File: config.mk
export PLATFORM = sky130hd
export DESIGN_NAME = pickerOverlay
export DESIGN_NICKNAME = d
export VERILOG_FILES = /design/src/logic/pixelPkg.sv /design/src/logic/pickerOverlay.sv
export SDC_FILE = /design/constraint.sdc
export NUM_CORES = 1
export LEC_CHECK = 0
export BUFFER_PORTS_ARGS = -buffer_cell sky130_fd_sc_hd__buf_2
export CELL_PAD_IN_SITES_DETAIL_PLACEMENT = 0
export CELL_PAD_IN_SITES_GLOBAL_PLACEMENT = 1
export CORE_UTILIZATION = 34
export DETAILED_ROUTE_END_ITERATION = 6
export PLACE_DENSITY = 0.74
export SYNTH_ARGS = -nofsm -noshare
export SYNTH_HDL_FRONTEND = slang
export SYNTH_SLANG_ARGS = --single-unit
File: constraint.sdc
create_clock -name CLOCK_50 -period 2.54 [get_ports CLOCK_50]
set_input_delay 0.508 -clock CLOCK_50 [delete_from_list [all_inputs] [get_ports CLOCK_50]]
set_output_delay 0.508 -clock CLOCK_50 [all_outputs]
set_load 0.005 [all_outputs]
File: src/logic/pixelPkg.sv
// Video types and cursor geometry; sizes assume a 640x480 raster with 8-bit colour channels

package pixelPkg;

    // ========================================================================
    // Pixel and sample types
    // ========================================================================

    // Camera and output pixel with red on top
    typedef logic [23:0] rgbPixel;

    // 5:5:5 background image pixel
    typedef logic [14:0] bgPixel;

    // YCbCr 4:2:2 sample with the Cr/Cb byte above the Y byte
    typedef logic [15:0] yccSample;

    // Raster coordinates
    typedef logic [9:0] coordX;
    typedef logic [8:0] coordY;

    // ========================================================================
    // Geometry
    // ========================================================================

    localparam int screenWidth  = 640;
    localparam int screenHeight = 480;

    // Cursor square and its black border
    localparam int cursorSize = 10;
    localparam int frameWidth = 2;

    // Where the cursor sits after reset
    localparam int cursorStartX = 100;
    localparam int cursorStartY = 100;

endpackage
File: src/logic/pickerOverlay.sv
// Colour picker cursor; keys are active low and must be held across a move tick to move

`timescale 1ns/1ps

module pickerOverlay #(
    parameter int moveTickCycles = 500000
) (
    input  logic              CLOCK_50,
    input  logic              rstN,
    input  pixelPkg::coordX   pixelX,
    input  pixelPkg::coordY   pixelY,
    input  pixelPkg::rgbPixel cameraPixel,
    input  pixelPkg::bgPixel  backgroundPixel,
    input  logic              moveDownN,
    input  logic              moveRightN,
    input  logic              captureN,
    input  logic              pickerEnable,
    input  logic              captureDark,
    input  logic              showBackground,
    output pixelPkg::rgbPixel videoOut,
    output pixelPkg::coordX   pickerX,
    output pixelPkg::coordY   pickerY,
    output pixelPkg::rgbPixel lightColour,
    output pixelPkg::rgbPixel darkColour
);
    import pixelPkg::*;

    localparam int tickBits = $clog2(moveTickCycles + 1);

    logic [tickBits-1:0] tickCount;
    logic                tickHit;
    logic                moveFlag;
    logic                moveDown;
    logic                moveRight;
    logic                moveNow;
    logic                atCorner;
    logic                captureNow;
    coordX               relX;
    coordY               relY;
    logic                insideCursor;
    logic                onFrame;
    rgbPixel             expandedBg;
    rgbPixel             sourcePixel;

    // ========================================================================
    // Move tick
    // ========================================================================

    assign tickHit = (tickCount == tickBits'(moveTickCycles - 1));

    always_ff @(posedge CLOCK_50) begin
        if (!rstN) begin
            tickCount <= '0;
            moveFlag  <= 1'b0;
        end else begin
            if (tickHit) begin
                tickCount <= '0;
            end else begin
                tickCount <= tickCount + 1'b1;
            end
            // New tick wins over consumption of the old one
            if (tickHit) begin
                moveFlag <= 1'b1;
            end else if (moveNow) begin
                moveFlag <= 1'b0;
            end
        end
    end

    // Down has priority over right
    assign moveDown  = pickerEnable && moveFlag && !moveDownN;
    assign moveRight = pickerEnable && moveFlag && moveDownN && !moveRightN;
    assign moveNow   = moveDown || moveRight;

    // ========================================================================
    // Cursor position
    // ========================================================================

    always_ff @(posedge CLOCK_50) begin
        if (!rstN) begin
            pickerX <= coordX'(cursorStartX);
            pickerY <= coordY'(cursorStartY);
        end else if (moveDown) begin
            // Wrap after the last visible row
            pickerY <= (pickerY == coordY'(screenHeight - 1)) ? '0 : pickerY + 1'b1;
        end else if (moveRight) begin
            pickerX <= (pickerX == coordX'(screenWidth - 1)) ? '0 : pickerX + 1'b1;
        end
    end

    // ========================================================================
    // Colour capture
    // ========================================================================

    assign atCorner   = (pixelX == pickerX) && (pixelY == pickerY);
    assign captureNow = !moveNow && !captureN && atCorner;

    always_ff @(posedge CLOCK_50) begin
        if (!rstN) begin
            lightColour <= '0;
            darkColour  <= '0;
        end else if (captureNow) begin
            if (captureDark) begin
                darkColour <= cameraPixel;
            end else begin
                lightColour <= cameraPixel;
            end
        end
    end

    // ========================================================================
    // Drawing
    // ========================================================================

    // Offset inside the cursor square
    // Negative offsets wrap to large values
    assign relX = pixelX - pickerX;
    assign relY = pixelY - pickerY;

    assign insideCursor = (relX < coordX'(cursorSize)) && (relY < coordY'(cursorSize));
    assign onFrame = insideCursor &&
                     ((relX < coordX'(frameWidth)) ||
                      (relX >= coordX'(cursorSize - frameWidth)) ||
                      (relY < coordY'(frameWidth)) ||
                      (relY >= coordY'(cursorSize - frameWidth)));

    // 5-bit channels to the top of each byte
    assign expandedBg = {backgroundPixel[14:10], 3'b000,
                         backgroundPixel[9:5],   3'b000,
                         backgroundPixel[4:0],   3'b000};
    assign sourcePixel = showBackground ? expandedBg : cameraPixel;

    always_ff @(posedge CLOCK_50) begin
        if (!rstN) begin
            videoOut <= '0;
        end else if (pickerEnable && onFrame) begin
            videoOut <= '0;
        end else begin
            videoOut <= sourcePixel;
        end
    end

endmodule

* After elaboration in Yosys (flattened, before gate mapping)
Index checks and enable logic that the tools add are counted.
Storage, ports and cells: output and inout bits 91, bits of input ports 66, register bits after elaboration 111, logic and storage cells 57
Cells by class: reductions and logical operators 25, $add $sub $neg 5, mux-type cells 5, magnitude comparators 6, bitwise operators 3, equal/unequal tests 5
Operators by type and width (count):
- $mux W24 | 1
- $add A19 B1 Y19 const B | 1
- $eq A19 B19 Y1 const B | 1
- $add A10 B1 Y10 const B | 1
- $eq A10 B10 Y1 | 1
- $eq A10 B10 Y1 const B | 1
- $ge A10 B4 Y1 const B | 1
- $logic_and A1 B1 Y1 | 10
- $lt A10 B2 Y1 const B | 1
- $lt A10 B4 Y1 const B | 1
- $mux W10 | 1
- $sub A10 B10 Y10 | 1
- $add A9 B1 Y9 const B | 1
- $eq A9 B9 Y1 | 1
- $eq A9 B9 Y1 const B | 1
- $ge A9 B4 Y1 const B | 1
- $lt A9 B2 Y1 const B | 1
- $lt A9 B4 Y1 const B | 1
- $mux W9 | 1
- $sub A9 B9 Y9 | 1
- $reduce_and A2 Y1 | 3
- $logic_not A1 Y1 | 4
- $logic_or A1 B1 Y1 | 4
- $reduce_or A2 Y1 | 2
- other kinds (4) | 7

* Depth between registers and ports, before layout
depth in word-level cells 8, depth in mapped cells 12, gate-level depth less buffers 10

* Worst setup path before layout
Ideal clock, no wire load.
kind input port to flip-flop, start point input port pixelX[3], end point register videoOut[11], stages 10, arrival 2.429 ns, buffers on the path 2, library setup time 0.119 ns, slack -0.008 ns, cells stage by stage ha_1 -> a21o_1 -> a21oi_2 -> a21boi_1 -> or3_1 -> a2111oi_0 -> and4b_1 -> buf_6 -> buf_12 -> nor3b_2
Between the ends: cells in the longest elaborated chain, start to end 8, elaborated cells on any way between the ends 11
RTL lines:
- from (decl) | RTL line pickerOverlay.sv:10 | input pixelPkg::coordX pixelX,
- $sub A10 B10 Y10 (*) | RTL line pickerOverlay.sv:117 | assign relX = pixelX - pickerX;
- $lt A10 B2 Y1 or $ge A10 B4 Y1 (tied branches) | RTL line pickerOverlay.sv:122, pickerOverlay.sv:123
- $logic_or A1 B1 Y1 | RTL line pickerOverlay.sv:122 | ((relX < coordX'(frameWidth)) ||
- $logic_or A1 B1 Y1 | RTL line pickerOverlay.sv:123 | (relX >= coordX'(cursorSize - frameWidth)) ||
- $logic_or A1 B1 Y1 | RTL line pickerOverlay.sv:124 | (relY < coordY'(frameWidth)) ||
- $logic_and A1 B1 Y1 (*) | RTL line pickerOverlay.sv:121 | assign onFrame = insideCursor &&
- $logic_and A1 B1 Y1 (*) | RTL line pickerOverlay.sv:136 | end else if (pickerEnable && onFrame) begin
- $reduce_or A2 Y1 (no line) (*)
- to (signal assigned) | RTL line pickerOverlay.sv:139 | videoOut <= sourcePixel;
- to (decl) | RTL line pickerOverlay.sv:20 | output pixelPkg::rgbPixel videoOut,
Every way passes the cells marked *; elsewhere a longest branch is shown, timed or not. A chain may end at the register's enable or synchronous reset.

* Worst setup path after layout
start point register pickerX[4], end point register videoOut[20]
Between the ends: cells in the longest elaborated chain, start to end 8, elaborated cells on any way between the ends 11
RTL lines:
- from (decl) | RTL line pickerOverlay.sv:21 | output pixelPkg::coordX pickerX,
- from (signal assigned) | RTL line pickerOverlay.sv:81 | pickerX <= coordX'(cursorStartX);
- from (signal assigned) | RTL line pickerOverlay.sv:87 | pickerX <= (pickerX == coordX'(screenWidth - 1)) ? '0 : pickerX + 1'b1;
- $sub A10 B10 Y10 (*) | RTL line pickerOverlay.sv:117
- $lt A10 B2 Y1 or $ge A10 B4 Y1 (tied branches) | RTL line pickerOverlay.sv:122, pickerOverlay.sv:123
- $logic_or A1 B1 Y1 | RTL line pickerOverlay.sv:122
- $logic_or A1 B1 Y1 | RTL line pickerOverlay.sv:123
- $logic_or A1 B1 Y1 | RTL line pickerOverlay.sv:124
- $logic_and A1 B1 Y1 (*) | RTL line pickerOverlay.sv:121
- $logic_and A1 B1 Y1 (*) | RTL line pickerOverlay.sv:136
- $reduce_or A2 Y1 (no line) (*)
Marks and branches as above.

==> summary.md <==
| Metric | Value |
|---|---|
| Status | complete, but fails checks |
| Failing checks | setup timing |
| RSZ-0062 raised after global routing | yes |
| Crit path time final | approximately 2600 ps |
| Half-perimeter wire length after placement | 10.62 mm |
| Synth Instances | 618 |
| Post-synth EDFFs | 0 |
| Max transition margin | 53.67% |
| GRT met2 Usage | approximately 28% |
| Ys async rst share | 0% |
| Post-route ant nets | 0 |
| Antenna diodes | 0 |
| Initial Utilization | about a third |
| Drt pass-1 iters | 4 |
| Met3 Track Usage GR | 3.543% |
| Final hold viol count | 0 |
| Worst Hold Endpoint | videoOut[16] |
| First-pass GRT wire length | 22.63 mm |
| Worst Setup End Kind | flop |
| PortBufs | 156 |
| Dpl cell area | 6568 sq um |
| Nets@finish | 898 |
| Post-synthesis average cell area | 8.526 sq um |
| Final Cell Area | 7204 sq um |
| Register area | 2235 sq um |
| Startpoint types | flop |
| Row cnt | 45 |
| Layout cells sized above 1 | 34.72% |
| Largest net degree at the start of global routing | 61 |
| Worst reg-to-reg setup slack | -10 ps |
| Routed length per instance | 14.49 um |
| Synth cell count leaders | nand2_1, dfxtp_1, nor2_1 |
| Max-slew violations | 0 |
| Req. time, crit path | 2780 ps |
| Reg clk slew, reported paths | 80 ps |
| Root Driver | clkbuf_16 |
| Finished Layout Cells | 1003 |
| Worst flop-to-flop path endpoint | videoOut[20] |
| Primary FF master, synth | dfxtp_1 |
| HP Class | in2reg |
| #FFs+latches synth | 111 |
| Distinct cells, synth | 48 |
| Syn nets | 706 |
| H-tree levels | 3 |
| Max Fclk | between 300 and 400 MHz |
| Dpl cells | 981 |
| P_leak | 0.003108 uW |
| Synth warn | 0 |
| Synth Cell Area | 5269 sq um |
| Hold WS | 389.5 ps |
| Register area share after synthesis | 42.18% |
| Final setup viols | 10 |
| I/O Pins | 157 |
| Clock latency on the worst-skew pair | 350 ps |
| Worst-Margin Slew | roughly 700 ps |
| Initial antenna violation count | 0 |
| Final Skew | 12.31 ps |
| Area growth, synth to finish | 36.74% |
| FF-to-FF path depth | 11 |
| DRC errors left | 0 |
| WL final | 14.53 mm |
| Filler cells | between 1500 and 2000 |
| Max-cap viol count | 0 |
| CTS Buffer Depth | 2 |
| Crit Path Class | reg2reg |
| Grt met1 use | about a quarter |
| Synth top area cells | dfxtp_1, nand2_1, a21boi_0, ha_1, xnor2_1 |
| Die height | 126.5 um |
| Critical path data arrival time | 2790 ps |
| Cell taking the most area after synthesis | dfxtp_1 |
| Setup WS post-layout | -13.22 ps |
| Final design utilization | between 40% and 50% |
| Total power per unit cell area | 500.3 nW/um^2 |
| Hold_sp | cameraPixel[16] |
| Top Usage Layer GRT | met2 |
| Power Total | between 3000 and 4000 uW |
| Iteration-0 DRC Markers | 280 |
| Vias in the first global route | 4519 |
| Gr usage total | 17.81% |
| DR vias | between 4000 and 5000 |
| Max Fanout on Critical Path | 12 |
| Worst r2r src | pickerX[4] |
| Fin crit share | 100.5% |
| Vias per cell | 4.811 |
| Die width | 126.5 um |
| Cell count of the worst hold path | 3 |
| Area of the core | 15150 sq um |
| Gpl congestion | 0.8323 |
| Sink Count | 111 |
| Yosys top cell area share | 42.18% |
| Die Area | between 15000 and 20000 sq um |
| # hold bufs at CTS | 0 |
| TritonCTS clock tree | done |
| Area of the multi-input gates | around 3000 sq um |
| Grt ovf | 0 |
| Top-count cell post-synth | nand2_1 |
| Max VDD drop | 353.1 uV |
| CTS buffer count | 9 |
[registers in the layout, indices dropped and copies added, names as in the netlist]
signal and flops:
tickCount 19, pickerY 9, moveFlag 1, pickerX 10, videoOut 24, lightColour 24, darkColour 24
[cell families after synthesis]
group           synth area share (%)
simple gates                   25.03
flops                          42.18
compound gates                 12.78
buf+inv                        4.441
xor+xnor                       6.649
fa+ha+maj                      5.509
mux                            3.420
[critical path, cell delays in order (launching register included)]
cell	delay (ps)
dfxtp_2	350
inv_2	60
ha_4	280
nand3_1	100
o21bai_2	220
buf_4	140
a21o_1	140
o31a_1	110
a2111oi_2	340
and4b_2	420
clkbuf_16	230
nor3b_2	50
[power by group]
part / internal [uW] / total, uW / switching, uW / leakage [uW]
Clock: 788 / 1490 / 704 / 0.000144
Sequential: 1760 / 1770 / 9.33 / 0.000903
Combinational: 171 / 340 / 169 / 0.00206
Total: 2720 / 3600 / 883 / 0.00311
[cells in the final DEF, fill, tap and decap left out, types with 3 or more instances in the layout]
cell / n
xnor2_1: 25
a21oi_2: 5
nand2_1: 133
a21boi_0: 48
buf_12: 6
o21ai_0: 9
mux2i_1: 18
and3_1: 3
ha_1: 10
nor2_4: 4
clkbuf_16: 11
nand3_1: 15
inv_1: 21
buf_2: 156
nor4_1: 4
xor2_1: 15
a21oi_1: 18
ha_4: 9
clkinvlp_4: 3
nor2_1: 52
and2_1: 5
nand2b_1: 8
nor3b_1: 3
dfxtp_1: 103
inv_2: 4
buf_4: 42
nor3_1: 6
nor2b_1: 5
nand4_1: 10
nor3b_2: 14
dfxtp_2: 7
a21o_1: 4
[final cells by class]
class	instances	share of cell area [%]
Multi-Input combinational cell	455	42.13
Inverter	25	1.303
Clock inverter	7	1.268
Timing Repair Buffer	208	17.89
Clock buffer	9	3.126
Tap cell	188	3.265
Sequential cell	111	31.02
[timing repair]
| action | CTS | global route |
|---|---|---|
| setup endpoints to repair | 23 | 47 |
| pin swaps | 1 | 12 |
| setup buffers | 0 | 4 |
| cloned | 0 | 2 |
| gates resized for setup | 2 | 54 |
[stage by stage]
stage	TNS, ps	worst slack (ps)
after global routing	-1850	-104.0
after global placement	-7350	-295.3
after floorplan	0	4.276
after CTS	0	18.86
final	-77.82	-13.22
after detailed placement	-8511	-323.8
[worst max path at each step]
stage,from,end,cells after the start
after global placement,pixelX[0],videoOut[23],11
after CTS,pickerY[7],lightColour[7],9
final,pickerX[4],videoOut[20],11
after detailed placement,pixelX[0],videoOut[3],11
after floorplan,pixelX[0],videoOut[11],11
after global routing,pickerX[3],videoOut[13],10
[routing by layer]
layer / vias up / part of all wire, %
li1: 2451 / -
met1: 2235 / 47
met2: 121 / 47
met3: 18 / 4.9
met4: 0 / 1.7
met5: - / 0
(Power assumes the default switching activity.)
