## config.mk

```make
export PLATFORM = sky130hd
export DESIGN_NAME = apbRegs
export DESIGN_NICKNAME = d
export VERILOG_FILES = /design/src/logic/regPkg.sv /design/src/logic/pixelPkg.sv /design/src/logic/apbRegs.sv
export SDC_FILE = /design/constraint.sdc
export NUM_CORES = 1
export LEC_CHECK = 0
export ABC_AREA = 0
export BUFFER_PORTS_ARGS = -buffer_cell sky130_fd_sc_hd__buf_2
export CORE_MARGIN = 2
export CORE_UTILIZATION = 25
export DETAILED_ROUTE_END_ITERATION = 16
export PLACE_DENSITY = 0.8
export SKIP_LAST_GASP = 1
export SLEW_MARGIN = 5
export SYNTH_ARGS = -nofsm -noshare
export SYNTH_HDL_FRONTEND = slang
export SYNTH_SLANG_ARGS = --single-unit
```

## constraint.sdc

```tcl
create_clock -name CLOCK_50 -period 2.8 [get_ports CLOCK_50]
set_input_delay 0.7 -clock CLOCK_50 [delete_from_list [all_inputs] [get_ports CLOCK_50]]
set_output_delay 0.7 -clock CLOCK_50 [all_outputs]
set_load 0.02 [all_outputs]
```

## src/logic/regPkg.sv

```systemverilog
// APB register map; 4-bit word-aligned addresses, only ctrl is writable, others read-only

package regPkg;

    // Bus widths
    typedef logic [3:0]  apbAddr;
    typedef logic [31:0] apbData;

    // ========================================================================
    // Address map
    // ========================================================================

    // Read/write control bits
    localparam apbAddr ctrlAddr  = 4'h0;
    // Picker position with X in 9..0 and Y in 24..16
    localparam apbAddr posAddr   = 4'h4;
    // Captured colours as RGB in 23..0
    localparam apbAddr lightAddr = 4'h8;
    localparam apbAddr darkAddr  = 4'hC;

    // Control register bit positions
    localparam int ctrlPickerBit     = 0;
    localparam int ctrlDarkBit       = 1;
    localparam int ctrlBackgroundBit = 2;

endpackage

```

## src/logic/pixelPkg.sv

```systemverilog
// Video types and cursor geometry; sizes assume a 640x480 raster with 8-bit colour channels

package pixelPkg;

    // ========================================================================
    // Pixel and sample types
    // ========================================================================

    // Camera and output pixel with red on top
    typedef logic [23:0] rgbPixel;

    // 5:5:5 background image pixel
    typedef logic [14:0] bgPixel;

    // YCbCr 4:2:2 sample with the Cr/Cb byte above the Y byte
    typedef logic [15:0] yccSample;

    // Raster coordinates
    typedef logic [9:0] coordX;
    typedef logic [8:0] coordY;

    // ========================================================================
    // Geometry
    // ========================================================================

    localparam int screenWidth  = 640;
    localparam int screenHeight = 480;

    // Cursor square and its black border
    localparam int cursorSize = 10;
    localparam int frameWidth = 2;

    // Where the cursor sits after reset
    localparam int cursorStartX = 100;
    localparam int cursorStartY = 100;

endpackage
```

## src/logic/apbRegs.sv

```systemverilog
// APB slave without wait states; unmapped addresses read zero and raise pslverr

`timescale 1ns/1ps

module apbRegs (
    input  logic              CLOCK_50,
    input  logic              rstN,
    input  logic              psel,
    input  logic              penable,
    input  logic              pwrite,
    input  regPkg::apbAddr    paddr,
    input  regPkg::apbData    pwdata,
    output regPkg::apbData    prdata,
    output logic              pready,
    output logic              pslverr,
    output logic              pickerEnable,
    output logic              captureDark,
    output logic              showBackground,
    input  pixelPkg::coordX   pickerX,
    input  pixelPkg::coordY   pickerY,
    input  pixelPkg::rgbPixel lightColour,
    input  pixelPkg::rgbPixel darkColour
);
    import regPkg::*;

    logic [2:0] ctrlReg;
    logic       accessPhase;
    logic       addrMapped;
    logic       ctrlWrite;

    assign accessPhase = psel && penable;
    assign addrMapped  = (paddr == ctrlAddr) || (paddr == posAddr) ||
                         (paddr == lightAddr) || (paddr == darkAddr);
    assign ctrlWrite   = accessPhase && pwrite && (paddr == ctrlAddr);

    // ========================================================================
    // Control register
    // ========================================================================

    always_ff @(posedge CLOCK_50) begin
        if (!rstN) begin
            ctrlReg <= '0;
        end else if (ctrlWrite) begin
            ctrlReg[ctrlPickerBit]     <= pwdata[ctrlPickerBit];
            ctrlReg[ctrlDarkBit]       <= pwdata[ctrlDarkBit];
            ctrlReg[ctrlBackgroundBit] <= pwdata[ctrlBackgroundBit];
        end
    end

    assign pickerEnable   = ctrlReg[ctrlPickerBit];
    assign captureDark    = ctrlReg[ctrlDarkBit];
    assign showBackground = ctrlReg[ctrlBackgroundBit];

    // ========================================================================
    // Read mux and response
    // ========================================================================

    always_comb begin
        case (paddr)
            ctrlAddr:  prdata = {29'd0, ctrlReg};
            posAddr:   prdata = {7'd0, pickerY, 6'd0, pickerX};
            lightAddr: prdata = {8'd0, lightColour};
            darkAddr:  prdata = {8'd0, darkColour};
            default:   prdata = '0;
        endcase
    end

    // Never stalls
    assign pready = 1'b1;

    // Unmapped address, or write to a read-only register
    assign pslverr = accessPhase && (!addrMapped || (pwrite && (paddr != ctrlAddr)));

endmodule

```

# After elaboration in Yosys (flattened, before gate mapping)
# Index checks and enable logic that the tools add are counted.
[word_totals] out_inout_bits=37 wordCells=17 n_memories=0 mem_bits_ro=0 inputBits=108 regBits=3 mem_bits_rw=0 latch_bits=0
[classes] shifts=0 eq_ne=3 bitwise=0 div=0 magnitude_cmp=0 mul=0 n_reduce_logical=12 n_mux=1 addsub=0
[ops] op="one-hot mux 25 bit (4 select lines)" n=1
[ops] op="equality test 4 bit (second input constant)" n=2
[ops] op="logical AND 1 bit" n=5
[ops] op="equality test 4 x 3 -> 1 bit (second input constant)" n=1
[ops] op="zero test 4 bit" n=1
[ops] op="logical OR 1 bit" n=4
[ops] op="nonzero test 4 bit" n=1
[ops] op="zero test 1 bit" n=1

# Longest topological paths before layout
# Gate-level depths: netlist of the first run.
[logic_depth] word_depth=7 depth_mapped=5 mapped_depth_nobuf=3

# Least setup slack after synthesis of the first run
# Ideal clock, no wire load.
[synth_path] kind="input to output" from="input paddr[2]" to="output prdata[16]" n_path_buf=2 required_time_ns=2.100 path_slack_ns=0.433 cell_stages=5 t_arrival_ns=1.667 path_cell_list="buf_2 -> nor2b_2 -> buf_2 -> a22oi_1 -> nor2_1"
[synth_between] elab_chain_len=2 elab_cells_between_ends=5 classes_between="eq/ne (3); mux (1); reduce/logical (1)"
[synth_rtl] item="from (decl)" line_no="apbRegs.sv:11" source="input regPkg::apbAddr paddr,"
[synth_rtl] item="equality test 4 bit, or another cell as far along" line_no="apbRegs.sv:59" source="case (paddr)"
[synth_rtl] item="one-hot mux 25 bit (4 select lines) (*)" line_no="apbRegs.sv:59"
[synth_rtl] item="to (decl)" line_no="apbRegs.sv:13" source="output regPkg::apbData prdata,"
# Mark *: on every way between the ends. The rest lies on a longest branch, timed or not.

# Final worst setup path of the first run
[layout_path] from="input paddr[3]" to="output prdata[16]"
# The elaborated chain is that of the path after synthesis.

==> Flow_metrics.wiki, run 1 <==
{| class="wikitable"
! Metric !! Value
|-
| Result of the run || finished, final reports clean
|-
| Internal power || 0.1921 mW
|-
| Vias after detailed routing || 1139
|-
| Number of antenna violations at the first check in global routing || 0
|-
| CP arrival || 1.83 ns
|-
| Fraction of registers with async set/reset || 0%
|-
| Cells on worst reg2reg path || 2
|-
| Startpoint of the worst setup timing path || paddr[3]
|-
| Final antenna-violating net count || 0
|-
| Initial core utilization || 26.42%
|-
| Post-DR vias/cell || 4.432
|-
| Most instantiated flip-flop cell in the synthesis netlist || sky130_fd_sc_hd__dfxtp_1
|-
| TritonCTS clock tree || built
|-
| Number of maximum-capacitance violations || 0
|-
| Final clock skew || 0 ns
|-
| Biggest registers after layout || ctrlReg (3)
|-
| Share of layout cells above drive strength 1 || 64.32%
|-
| Post-CTS Resized || 0
|-
| Critical Path Most Common Cell || sky130_fd_sc_hd__buf_2
|-
| Pins Over Slew Limit || 0
|-
| Max reg flops || 3
|-
| Power share of the combinational group || 60.6%
|-
| Mean instance size in the synthesized netlist || 7.820 um2
|-
| Cell area after synthesis || 813.3 um2
|-
| Number of failing setup endpoints in the final timing report || 0
|-
| Largest cells by area after synthesis || sky130_fd_sc_hd__mux2_2 (21%), sky130_fd_sc_hd__a22oi_1 (14%), sky130_fd_sc_hd__mux2i_1 (11%), sky130_fd_sc_hd__nor2_1 (10%), sky130_fd_sc_hd__dfxtp_1 (7.4%)
|-
| Row cnt || 20
|-
| Remaining routing DRC violations || 0
|-
| Clock tree root buffer cell || sky130_fd_sc_hd__clkbuf_4
|-
| Startpoint of the worst hold path || ctrlReg[2]$_SDFFE_PN0P_
|-
| Number of nets at the end of the flow || 322
|-
| Required @ worst endpoint || 2.10 ns
|-
| Wire length of the first global-routing pass || 4140 um
|-
| Part of the total power dissipated in the clock network || 25.2%
|-
| # port buffers || 107
|-
| Overflow left after global routing || 0
|-
| Critical Path End Type || output port
|-
| Power density cells || 215.0 mW/mm2
|-
| Final hold viol count || 0
|-
| Sequential Power Share || 14.2%
|-
| Total power || 0.3040 mW
|-
| Filler cell count in the final layout || 320
|-
| Routed length per instance || 10.86 um
|-
| Hold slack || 0.4678 ns
|-
| Synthesis-to-finish area growth || 73.85%
|-
| Element type at the critical path start || input pin
|-
| Floorplan die height || 61.04 um
|-
| Yosys top cell by area || sky130_fd_sc_hd__mux2_2
|-
| Static leakage || 0.8025 nW
|-
| RSZ-0062 raised after global routing || false
|-
| EDFF count, synth || 0
|-
| FMAX || 395.5 MHz
|-
| Boundary pin count || 145
|-
| Inserted Clock Buffers || 3
|-
| H-tree depth || 1
|-
| Yosys warning total || 0
|-
| Distinct cell type count after synthesis || 21
|-
| Class of the tightest hold or removal check || flop to flop
|-
| # hold bufs at CTS || 0
|-
| Register-to-register path setup slack || 2.23 ns
|-
| Worst-path maximum fanout || 10
|-
| Leading post-synthesis cells by instance count || sky130_fd_sc_hd__nor2_1 (22), sky130_fd_sc_hd__a22oi_1 (15), sky130_fd_sc_hd__mux2_2 (15)
|-
| Highest cell delay on the worst timing path || 0.35 ns
|-
| First-iteration detailed-routing DRC count || 49
|-
| Clock insertion delay at the later pin of the skew report || 0.23 ns
|-
| Kind of cell with the highest combined delay on the critical path || buffers and inverters
|-
| Number of global-route vias before repair || 1058
|-
| Worst-case hold path end point || ctrlReg[2]$_SDFFE_PN0P_
|-
| Leading cell type by number of instances after synthesis || sky130_fd_sc_hd__nor2_1
|-
| Worst-path clk slew || 0.04 ns
|-
| Gr usage total || 14.69%
|-
| P_sw || 0.1120 mW
|-
| Buffer depth of the longest clock path || 2
|-
| Final weighted congestion in routability-driven placement || 0.7285
|-
| Shortest period the worst path allows || 2.529 ns
|-
| Die footprint || 0.003725 mm2
|-
| TritonRoute pass-1 iters || 4
|-
| Maximum VDD drop || 0.0001441 V
|-
| Overall die width || 61.04 um
|-
| Core Region || 0.003078 mm2
|-
| Register ranked first by flip-flop count || ctrlReg
|-
| Cell depth of the worst hold path || 2
|-
| Critical-path cell list || buf_2 -> buf_4 -> mux2_2 -> a22oi_1 -> nor2_1 -> buf_2
|-
| Total setup buffers inserted after CTS || 0
|-
| R2r endpoint || ctrlReg[0]$_SDFFE_PN0P_
|-
| Final critical-path share of the clock period || 90.31%
|-
| Register bit total from synthesis || 3
|-
| Pin count of the biggest net entering global routing || 18
|-
| # diodes || 0
|-
| Sinks on Clock Net || 3
|-
| Mapped Cells || 104
|-
| Part of the Yosys area used for sequential elements || 7.385%
|-
| Type of the worst setup path || input pin to output port
|-
| Worst Path Buf+Inv || 3
|-
| Slowest stage cell on the critical path || sky130_fd_sc_hd__mux2_2
|-
| Routed WL || 2792 um
|-
| Final core utilization || 45.93%
|-
| Setup Total Neg Slack || 0 ns
|-
| Proportion of netlist area held by the largest area contributor || 20.77%
|-
| Startpoint of the lowest-slack register-to-register path || ctrlReg[0]$_SDFFE_PN0P_
|-
| Sum of net half-perimeters after detailed placement || 2340 um
|-
| Switching power share of the total || 36.83%
|}
-- per-layer routing --
| layer | global-route usage [%] | wire length (um) | up-vias |
|---|---|---|---|
| met5 | 0 | 0 | - |
| met4 | 4.037 | 22 | 0 |
| met3 | 3.992 | 324 | 2 |
| met2 | 28.88 | 1371 | 81 |
| met1 | 14.96 | 1074 | 479 |
| li1 | - | - | 577 |
-- worst min-delay path, stage by stage, from the launching register on --
cell,delay [ns]
sky130_fd_sc_hd__dfxtp_1,0.31
sky130_fd_sc_hd__nand2_1,0.05
sky130_fd_sc_hd__mux2i_1,0.05
-- cells in the final DEF (no fill, tap or decap) --
master / synthesis / final
sky130_fd_sc_hd__nor2b_2: 1 / 1
sky130_fd_sc_hd__nor2_1: 22 / 22
sky130_fd_sc_hd__buf_4: 8 / 7
sky130_fd_sc_hd__clkbuf_4: 0 / 3
sky130_fd_sc_hd__buf_12: 0 / 1
sky130_fd_sc_hd__o21ai_0: 1 / 1
sky130_fd_sc_hd__nand2_1: 9 / 9
sky130_fd_sc_hd__clkbuf_1: 1 / 1
sky130_fd_sc_hd__nand3_1: 1 / 1
sky130_fd_sc_hd__mux2_2: 15 / 15
sky130_fd_sc_hd__mux4_1: 1 / 1
sky130_fd_sc_hd__dfxtp_1: 3 / 3
sky130_fd_sc_hd__a22oi_1: 15 / 15
sky130_fd_sc_hd__conb_1: 2 / 8
sky130_fd_sc_hd__and2_1: 3 / 3
sky130_fd_sc_hd__or2_0: 1 / 1
sky130_fd_sc_hd__mux4_2: 2 / 2
sky130_fd_sc_hd__mux2i_1: 9 / 9
sky130_fd_sc_hd__nor4_4: 1 / 1
sky130_fd_sc_hd__nor3_1: 1 / 1
sky130_fd_sc_hd__a21oi_1: 1 / 1
sky130_fd_sc_hd__buf_2: 5 / 107
-- per-stage QoR --
stage,cells,instance area [um2],setup WS (ns)
finish,257,1414,0.2713
global route,257,1414,0.1435
CTS,257,1414,0.2548
detailed placement,253,1388,0.2681
global placement,253,1388,0.2707
floorplan,110,835.8,0.4333
-- power by group through the flow --
stage	logic (mW)	registers, mW	clock network, mW
finish	0.184	0.0433	0.0765
global route	0.203	0.0432	0.0862
CTS	0.186	0.0433	0.0816
detailed placement	0.186	0.0439	0
global placement	0.183	0.0439	0
floorplan	0.111	0.0441	0
-- worst max-delay path by stage --
stage | to | depth (start not counted)
floorplan | prdata[16] | 5
global placement | prdata[8] | 6
detailed placement | prdata[16] | 6
CTS | prdata[16] | 6
global route | prdata[18] | 7
finish | prdata[16] | 6
-- layout make-up --
cell class	count	area (um2)	share of cell area (%)
Multi-Input combinational cell	91	664.4	46.99
Clock buffer	4	26.28	1.858
Timing Repair Buffer	115	608.1	43.01
Tap cell	44	55.05	3.894
Sequential cell	3	60.06	4.248
-- logic make-up after synthesis --
kind of cell / after synthesis / synth area share, %
simple gates: 39 / 22.31
mux: 27 / 40.62
other cells: 2 / 0.9234
buf+inv: 16 / 13.69
flops: 3 / 7.385
compound gates: 17 / 15.08
No activity file was read; power rests on OpenSTA's default activity.
==> inputs of run 2 (changes only) <==
--- a/config.mk
+++ b/config.mk
@@ -7,10 +7,10 @@
 export LEC_CHECK = 0
 export ABC_AREA = 0
 export BUFFER_PORTS_ARGS = -buffer_cell sky130_fd_sc_hd__buf_2
-export CORE_MARGIN = 2
-export CORE_UTILIZATION = 25
+export CORE_MARGIN = 8
+export CORE_UTILIZATION = 29
 export DETAILED_ROUTE_END_ITERATION = 16
-export PLACE_DENSITY = 0.8
+export PLACE_DENSITY = 0.91
 export SKIP_LAST_GASP = 1
 export SLEW_MARGIN = 5
 export SYNTH_ARGS = -nofsm -noshare
==> constraint.sdc (replaced) <==
create_clock -name CLOCK_50 -period 3.1 [get_ports CLOCK_50]
set_input_delay 0.775 -clock CLOCK_50 [delete_from_list [all_inputs] [get_ports CLOCK_50]]
set_output_delay 0.775 -clock CLOCK_50 [all_outputs]
set_load 0.02 [all_outputs]
==> run 2 against run 1 <==
Effect of this change: largest cell class unchanged; critical path type unchanged; critical endpoint is now prdata[9]; non-clock buffer count shrank 4; hold slack better by 0.0067 ns; worst setup slack gained 0.045 ns; utilization up 4.5 points; die area up 28%; combinational power decreased by 11%; routed wire length grew 20%; sequential share of layout area grew 0.14 points.
==> Flow_metrics.wiki, run 2 (same netlist as run 1, synthesis figures left out) <==
{| class="wikitable"
! Metric !! Value
|-
| Result of the run || finished, final reports clean
|-
| Core Region || 0.002710 mm2 (-12%)
|-
| # port buffers || 107 (unchanged)
|-
| Overall die width || 68.96 um (+13%)
|-
| Number of nets at the end of the flow || 318 (-1.2%)
|-
| Area of all placed cells without fillers || 0.001368 mm2 (-3.3%)
|-
| Required @ worst endpoint || 2.32 ns (+0.22 ns)
|-
| Sum of net half-perimeters after detailed placement || 2914 um (+25%)
|-
| Startpoint of the worst setup timing path || paddr[3]
|-
| Max reg flops || 3 (unchanged)
|-
| Routed WL || 3344 um (+20%)
|-
| Leading cell types in the layout, fill and taps excluded || sky130_fd_sc_hd__buf_2 (107), sky130_fd_sc_hd__nor2_1 (22), sky130_fd_sc_hd__mux2_2 (15), sky130_fd_sc_hd__a22oi_1 (15)
|-
| P_sw || 0.1019 mW (-9.0%)
|-
| Slew Limit Headroom || 36.79%
|-
| Final critical-path share of the clock period || 89.79%
|-
| Total setup buffers inserted after CTS || 0 (unchanged)
|-
| Area after DPL || 0.001341 mm2 (-3.3%)
|-
| Worst Tran Pin Value || 0.9481 ns
|-
| Pin count of the biggest net entering global routing || 18 (unchanged)
|-
| Vias after detailed routing || 1142 (+0.26%)
|-
| Wire length of the first global-routing pass || 4905 um (+18%)
|-
| TritonRoute pass-1 iters || 2 (-2)
|-
| # hold bufs at CTS || 0 (unchanged)
|-
| Worst-path clk slew || 0.04 ns (about the same)
|-
| Filler cell count in the final layout || 272 (-15%)
|-
| Total power || 0.2721 mW (-10%)
|-
| Boundary pin count || 145 (unchanged)
|-
| Shortest period the worst path allows || 2.784 ns
|-
| Floorplan die height || 68.96 um (+13%)
|-
| CP arrival || 2.01 ns (+0.18 ns)
|-
| Worst-path maximum fanout || 13 (+3)
|-
| Number of failing setup endpoints in the final timing report || 0 (unchanged)
|-
| Number of maximum-capacitance violations || 0 (unchanged)
|-
| Buffer depth of the longest clock path || 2 (unchanged)
|-
| Pins Over Slew Limit || 0 (unchanged)
|-
| Power density cells || 199.0 mW/mm2 (-7.5%)
|-
| Most common cell after layout, fill and taps aside || sky130_fd_sc_hd__buf_2
|-
| Register ranked first by flip-flop count || ctrlReg
|-
| Reg area || 60.06 um2 (unchanged)
|-
| Number of global-route vias before repair || 1224 (+16%)
|-
| Inserted Clock Buffers || 3 (unchanged)
|-
| First-iteration detailed-routing DRC count || 31 (-37%)
|-
| Overflow left after global routing || 0 (unchanged)
|-
| Type of the worst setup path || input pin to output port
|-
| FMAX || 359.3 MHz
|-
| Final antenna-violating net count || 0 (unchanged)
|-
| Post-DR vias/cell || 4.758 (+7.4%)
|-
| Final weighted congestion in routability-driven placement || 0.7608 (+4.4%)
|-
| Combined area of the multi-input logic cells || 664.4 um2 (unchanged)
|-
| Sequential Power Share || 14.4% (+0.2 points)
|-
| Number of antenna violations at the first check in global routing || 0 (unchanged)
|-
| Share of layout cells above drive strength 1 || 63.64% (-0.68 points)
|-
| Synthesis-to-finish area growth || 68.15%
|-
| TritonCTS clock tree || built
|-
| Sinks on Clock Net || 3 (unchanged)
|-
| Die footprint || 0.004755 mm2 (+28%)
|-
| Startpoint of the worst hold path || ctrlReg[1]$_SDFFE_PN0P_
|-
| Setup Total Neg Slack || 0 ns (unchanged)
|-
| Final clock skew || 0 ns (unchanged)
|-
| Gr usage total || 13.22% (-1.5 points)
|-
| Class of the tightest hold or removal check || flop to flop
|-
| Remaining routing DRC violations || 0 (unchanged)
|-
| Clock tree root buffer cell || sky130_fd_sc_hd__clkbuf_4
|-
| Register-to-register path setup slack || 2.51 ns (+0.28 ns)
|-
| Element type at the critical path start || input pin
|-
| # diodes || 0 (unchanged)
|-
| Non-filler instance count after layout || 240 (-6.6%)
|-
| Static leakage || 0.7826 nW (-2.5%)
|-
| H-tree depth || 1 (unchanged)
|-
| Biggest registers after layout || ctrlReg (3)
|-
| Power share of the combinational group || 59.8% (-0.8 points)
|-
| Row cnt || 19 (-5.0%)
|-
| Post-CTS Resized || 0 (unchanged)
|-
| Startpoint of the lowest-slack register-to-register path || ctrlReg[2]$_SDFFE_PN0P_
|-
| Maximum VDD drop || 0.0001882 V (+31%)
|-
| Final hold viol count || 0 (unchanged)
|-
| Routed length per instance || 13.93 um (+28%)
|-
| RSZ-0062 raised after global routing || false
|-
| Switching power share of the total || 37.44% (+0.62 points)
|-
| Critical Path End Type || output port
|-
| Part of the total power dissipated in the clock network || 25.8% (+0.6 points)
|-
| Placed Cells || 236 (-6.7%)
|-
| Clock insertion delay at the later pin of the skew report || 0.23 ns (about the same)
|-
| Internal power || 0.1702 mW (-11%)
|-
| Final core utilization || 50.46% (+4.5 points)
|-
| Initial core utilization || 30.01% (+3.6 points)
|}
## run 2: cell count changes in the layout (fill, tap and decap cells not counted), sizes merged
cell,delta
buf,-4
## run 2: power groups by stage
stage	combinational [mW]	sequential [mW]	clock (mW)
global route	0.180	0.0390	0.0781
floorplan	0.101	0.0399	0
detailed placement	0.164	0.0397	0
global placement	0.161	0.0397	0
CTS	0.164	0.0391	0.0723
finish	0.163	0.0391	0.0703
## run 2: layout make-up
class	instances	share of cell area, %
multi-input combinational	91	48.58
timing repair buffer	111	42.27
sequential	3	4.392
tap	31	2.836
clock buffer	4	1.921
## run 2: final timing paths
path / cells past startpoint / end
worst min-delay path: 2 / ctrlReg[1]$_SDFFE_PN0P_
worst min register to register: 2 / ctrlReg[1]$_SDFFE_PN0P_
worst max-delay path: 6 / prdata[9]
worst max register to register: 2 / ctrlReg[2]$_SDFFE_PN0P_
## run 2: metal layers
layer | up-vias | GRT usage, % | wire length (um)
li1 | 566 | - | -
met3 | 2 | 5.008 | 355
met1 | 512 | 13.88 | 1206
met5 | - | 0 | 0
met2 | 62 | 23.82 | 1754
met4 | 0 | 4.010 | 27
## run 2: critical path: stages
cell                      delay, ns
sky130_fd_sc_hd__buf_2         0.27
sky130_fd_sc_hd__buf_12        0.19
sky130_fd_sc_hd__mux2_2        0.33
sky130_fd_sc_hd__a22oi_1       0.19
sky130_fd_sc_hd__nor2_1        0.06
sky130_fd_sc_hd__buf_2         0.20
## run 2: metrics by stage
step | hold WS, ns | setup WS (ns)
global route | 0.4960 | 0.2247
floorplan | 0.5385 | 0.5833
global placement | 0.4557 | 0.3242
detailed placement | 0.4700 | 0.2943
finish | 0.4745 | 0.3165
CTS | 0.4770 | 0.2927
==> inputs of run 3 (changes only) <==
--- a/config.mk
+++ b/config.mk
@@ -5,10 +5,11 @@
 export SDC_FILE = /design/constraint.sdc
 export NUM_CORES = 1
 export LEC_CHECK = 0
-export ABC_AREA = 0
+export ABC_AREA = 1
 export BUFFER_PORTS_ARGS = -buffer_cell sky130_fd_sc_hd__buf_2
 export CORE_MARGIN = 8
-export CORE_UTILIZATION = 29
+export CORE_UTILIZATION = 28
+export CTS_CLUSTER_DIAMETER = 100
 export DETAILED_ROUTE_END_ITERATION = 16
 export PLACE_DENSITY = 0.91
 export SKIP_LAST_GASP = 1
==> run 3 against run 2 <==
Effect of this change: count of clock-buffer cells in the layout stayed put; clock power is 2% lower; cell area is 6.7% lower; non-clock buffer count is 4 lower; sequential power hardly changed; flip-flop and latch count stayed put; global-route usage hardly changed; utilization is 2.5 points lower; critical path depth is 1 higher; worst setup slack better by 0.13 ns; synthesized area is 6.3% lower; critical endpoint is now prdata[7]; largest cell class unchanged.
==> Flow_metrics.wiki, run 3 <==
{| class="wikitable"
! Metric !! Value
|-
| Result of the run || finished, final reports clean
|-
| Final antenna-violating net count || 0 (unchanged)
|-
| Number of antenna violations at the first check in global routing || 0 (unchanged)
|-
| Overflow left after global routing || 0 (unchanged)
|-
| Power density cells || 184.9 mW/mm2 (-7.1%)
|-
| TritonCTS clock tree || built
|-
| Pin count of the biggest net entering global routing || 25 (+7)
|-
| Sinks on Clock Net || 3 (unchanged)
|-
| Number of global-route vias before repair || 1252 (+2.3%)
|-
| Final critical-path share of the clock period || 85.73% (-4.1 points)
|-
| Wire length of the first global-routing pass || 5050 um (+3.0%)
|-
| Most common cell after layout, fill and taps aside || sky130_fd_sc_hd__buf_2
|-
| FMAX || 376.3 MHz (+4.7%)
|-
| Proportion of netlist area held by the largest area contributor || 38.42% (+18 points)
|-
| Clock insertion delay at the later pin of the skew report || 0.23 ns (about the same)
|-
| Clock tree root buffer cell || sky130_fd_sc_hd__clkbuf_4
|-
| Setup Total Neg Slack || 0 ns (unchanged)
|-
| Initial core utilization || 28.62% (-1.4 points)
|-
| Boundary pin count || 145 (unchanged)
|-
| Gr usage total || 13.27% (+0.047 points)
|-
| Yosys top cell by area || sky130_fd_sc_hd__nand2_1
|-
| Filler cell count in the final layout || 292 (+7.4%)
|-
| Most instantiated flip-flop cell in the synthesis netlist || sky130_fd_sc_hd__dfxtp_1
|-
| Synthesis-to-finish area growth || 67.49%
|-
| RSZ-0062 raised after global routing || false
|-
| Largest cells by area after synthesis || sky130_fd_sc_hd__nand2_1 (38%), sky130_fd_sc_hd__nand3_1 (12%), sky130_fd_sc_hd__buf_4 (9.9%), sky130_fd_sc_hd__dfxtp_1 (7.9%), sky130_fd_sc_hd__nand4_1 (4.9%)
|-
| Core Region || 0.002663 mm2 (-1.8%)
|-
| Part of the Yosys area used for sequential elements || 7.882% (+0.50 points)
|-
| Worst-path clk slew || 0.03 ns (about the same)
|-
| Slew Limit Headroom || 66.14% (+29 points)
|-
| Static leakage || 0.8272 nW (+5.7%)
|-
| Cell area after synthesis || 762.0 um2 (-6.3%)
|-
| Post-DR vias/cell || 4.362 (-8.3%)
|-
| TritonRoute pass-1 iters || 4 (+2)
|-
| # port buffers || 107 (unchanged)
|-
| Max reg flops || 3 (unchanged)
|-
| Yosys warning total || 0 (unchanged)
|-
| Number of maximum-capacitance violations || 0 (unchanged)
|-
| Number of nets at the end of the flow || 360 (+13%)
|-
| Required @ worst endpoint || 2.32 ns (about the same)
|-
| Pins Over Slew Limit || 0 (unchanged)
|-
| Post-CTS Resized || 0 (unchanged)
|-
| Remaining routing DRC violations || 0 (unchanged)
|-
| Maximum VDD drop || 0.0001423 V (-24%)
|-
| Worst Tran Pin Value || 0.5067 ns (-0.4414 ns)
|-
| Floorplan die height || 68.17 um (-1.1%)
|-
| Vias after detailed routing || 1230 (+7.7%)
|-
| Shortest period the worst path allows || 2.658 ns (-0.1259 ns)
|-
| Final hold viol count || 0 (unchanged)
|-
| Final core utilization || 47.93% (-2.5 points)
|-
| Critical Path End Type || output port
|-
| Fraction of registers with async set/reset || 0% (unchanged)
|-
| Routed WL || 3311 um (-0.99%)
|-
| Element type at the critical path start || input pin
|-
| Placed Cells || 278 (+18%)
|-
| Buffer depth of the longest clock path || 2 (unchanged)
|-
| Row cnt || 19 (unchanged)
|-
| Die footprint || 0.004646 mm2 (-2.3%)
|-
| Routed length per instance || 11.74 um (-16%)
|-
| Leading post-synthesis cells by instance count || sky130_fd_sc_hd__nand2_1 (78), sky130_fd_sc_hd__nand3_1 (19), sky130_fd_sc_hd__buf_4 (10)
|-
| Type of the worst setup path || input pin to output port
|-
| H-tree depth || 1 (unchanged)
|-
| Total setup buffers inserted after CTS || 0 (unchanged)
|-
| Share of layout cells above drive strength 1 || 47.41% (-16 points)
|-
| Leading cell type by number of instances after synthesis || sky130_fd_sc_hd__nand2_1
|-
| Number of failing setup endpoints in the final timing report || 0 (unchanged)
|-
| Mean instance size in the synthesized netlist || 5.184 um2 (-34%)
|-
| Inserted Clock Buffers || 3 (unchanged)
|-
| CP arrival || 1.88 ns (-0.13 ns)
|-
| Non-filler instance count after layout || 282 (+18%)
|-
| Class of the tightest hold or removal check || flop to flop
|-
| Final clock skew || 0 ns (unchanged)
|-
| # diodes || 0 (unchanged)
|-
| Overall die width || 68.17 um (-1.1%)
|-
| Leading cell types in the layout, fill and taps excluded || sky130_fd_sc_hd__buf_2 (107), sky130_fd_sc_hd__nand2_1 (78), sky130_fd_sc_hd__nand3_1 (19), sky130_fd_sc_hd__inv_1 (8), sky130_fd_sc_hd__conb_1 (8)
|-
| First-iteration detailed-routing DRC count || 48 (+55%)
|-
| Worst-path maximum fanout || 24 (+11)
|-
| # hold bufs at CTS || 0 (unchanged)
|-
| Biggest registers after layout || ctrlReg (3)
|-
| Final weighted congestion in routability-driven placement || 0.7290 (-4.2%)
|-
| Sum of net half-perimeters after detailed placement || 2863 um (-1.8%)
|-
| Total power || 0.2360 mW (-13%)
|-
| Register ranked first by flip-flop count || ctrlReg
|-
| Register bit total from synthesis || 3 (unchanged)
|-
| Mapped Cells || 147 (+41%)
|-
| EDFF count, synth || 0 (unchanged)
|-
| Distinct cell type count after synthesis || 16 (-24%)
|}
run 3: changes by cell type in the layout (fill, tap and decap cells not counted), sizes merged, moves of 4 or more:
cell	delta
nand2	+72
mux2	-15
nand3	+18
inv	+8
mux2i	-9
nand4	+6
a22oi	-15
buf	-4
nor2	-9
run 3: final timing paths:
| path | slack (ns) | startpoint | cells past startpoint | to |
|---|---|---|---|---|
| hold reg to reg | 0.51 | ctrlReg[1]$_SDFFE_PN0P_ | 2 | ctrlReg[1]$_SDFFE_PN0P_ |
| setup / recovery | 0.44 | paddr[0] | 7 | prdata[7] |
| hold / removal | 0.51 | ctrlReg[1]$_SDFFE_PN0P_ | 2 | ctrlReg[1]$_SDFFE_PN0P_ |
| setup reg to reg | 2.53 | ctrlReg[0]$_SDFFE_PN0P_ | 2 | ctrlReg[0]$_SDFFE_PN0P_ |
run 3: area by class of cell:
cell class	count	area, um2	area share [%]
multi-input cells	129	585.6	45.88
repair buffers	107	535.5	41.96
flip-flops and latches	3	60.06	4.706
well taps	31	38.79	3.039
inverters	8	30.03	2.353
clock buffers	4	26.28	2.059
run 3: cell families after synthesis:
| family | share of synthesized area, % |
|---|---|
| compound gates | 0.8215 |
| simple gates | 72.09 |
| flops | 7.882 |
| buf+inv | 18.23 |
| other cells | 0.9856 |
run 3: critical path: stages:
cell and delay, ns:
sky130_fd_sc_hd__buf_2 0.11, sky130_fd_sc_hd__inv_1 0.08, sky130_fd_sc_hd__nand2_4 0.10, sky130_fd_sc_hd__nor2_4 0.41
sky130_fd_sc_hd__nand2_1 0.12, sky130_fd_sc_hd__nand3_1 0.11, sky130_fd_sc_hd__buf_2 0.16
run 3: where the power goes:
group	internal, mW	total (mW)	switching, mW
registers	0.0391	0.0393	0.000215
logic	0.0554	0.128	0.0727
clock network	0.0483	0.0686	0.0204
run 3: per-stage QoR:
step	hold slack, ns	worst slack (ns)	area, um2
2_1_floorplan	0.5694	0.8366	784.5
3_3_place_gp	0.4883	0.4336	1250
3_5_place_dp	0.4981	0.4293	1250
4_1_cts	0.5033	0.4241	1276
5_1_grt	0.5381	0.2968	1276
6_report	0.5068	0.4424	1276
run 3: metal layers:
layer,GRT usage (%),vias up,wire [um]
li1,-,655,-
met1,12.13,505,1066
met2,26.96,70,1611
met3,4.910,0,632
met4,2.558,0,0
met5,0,-,0
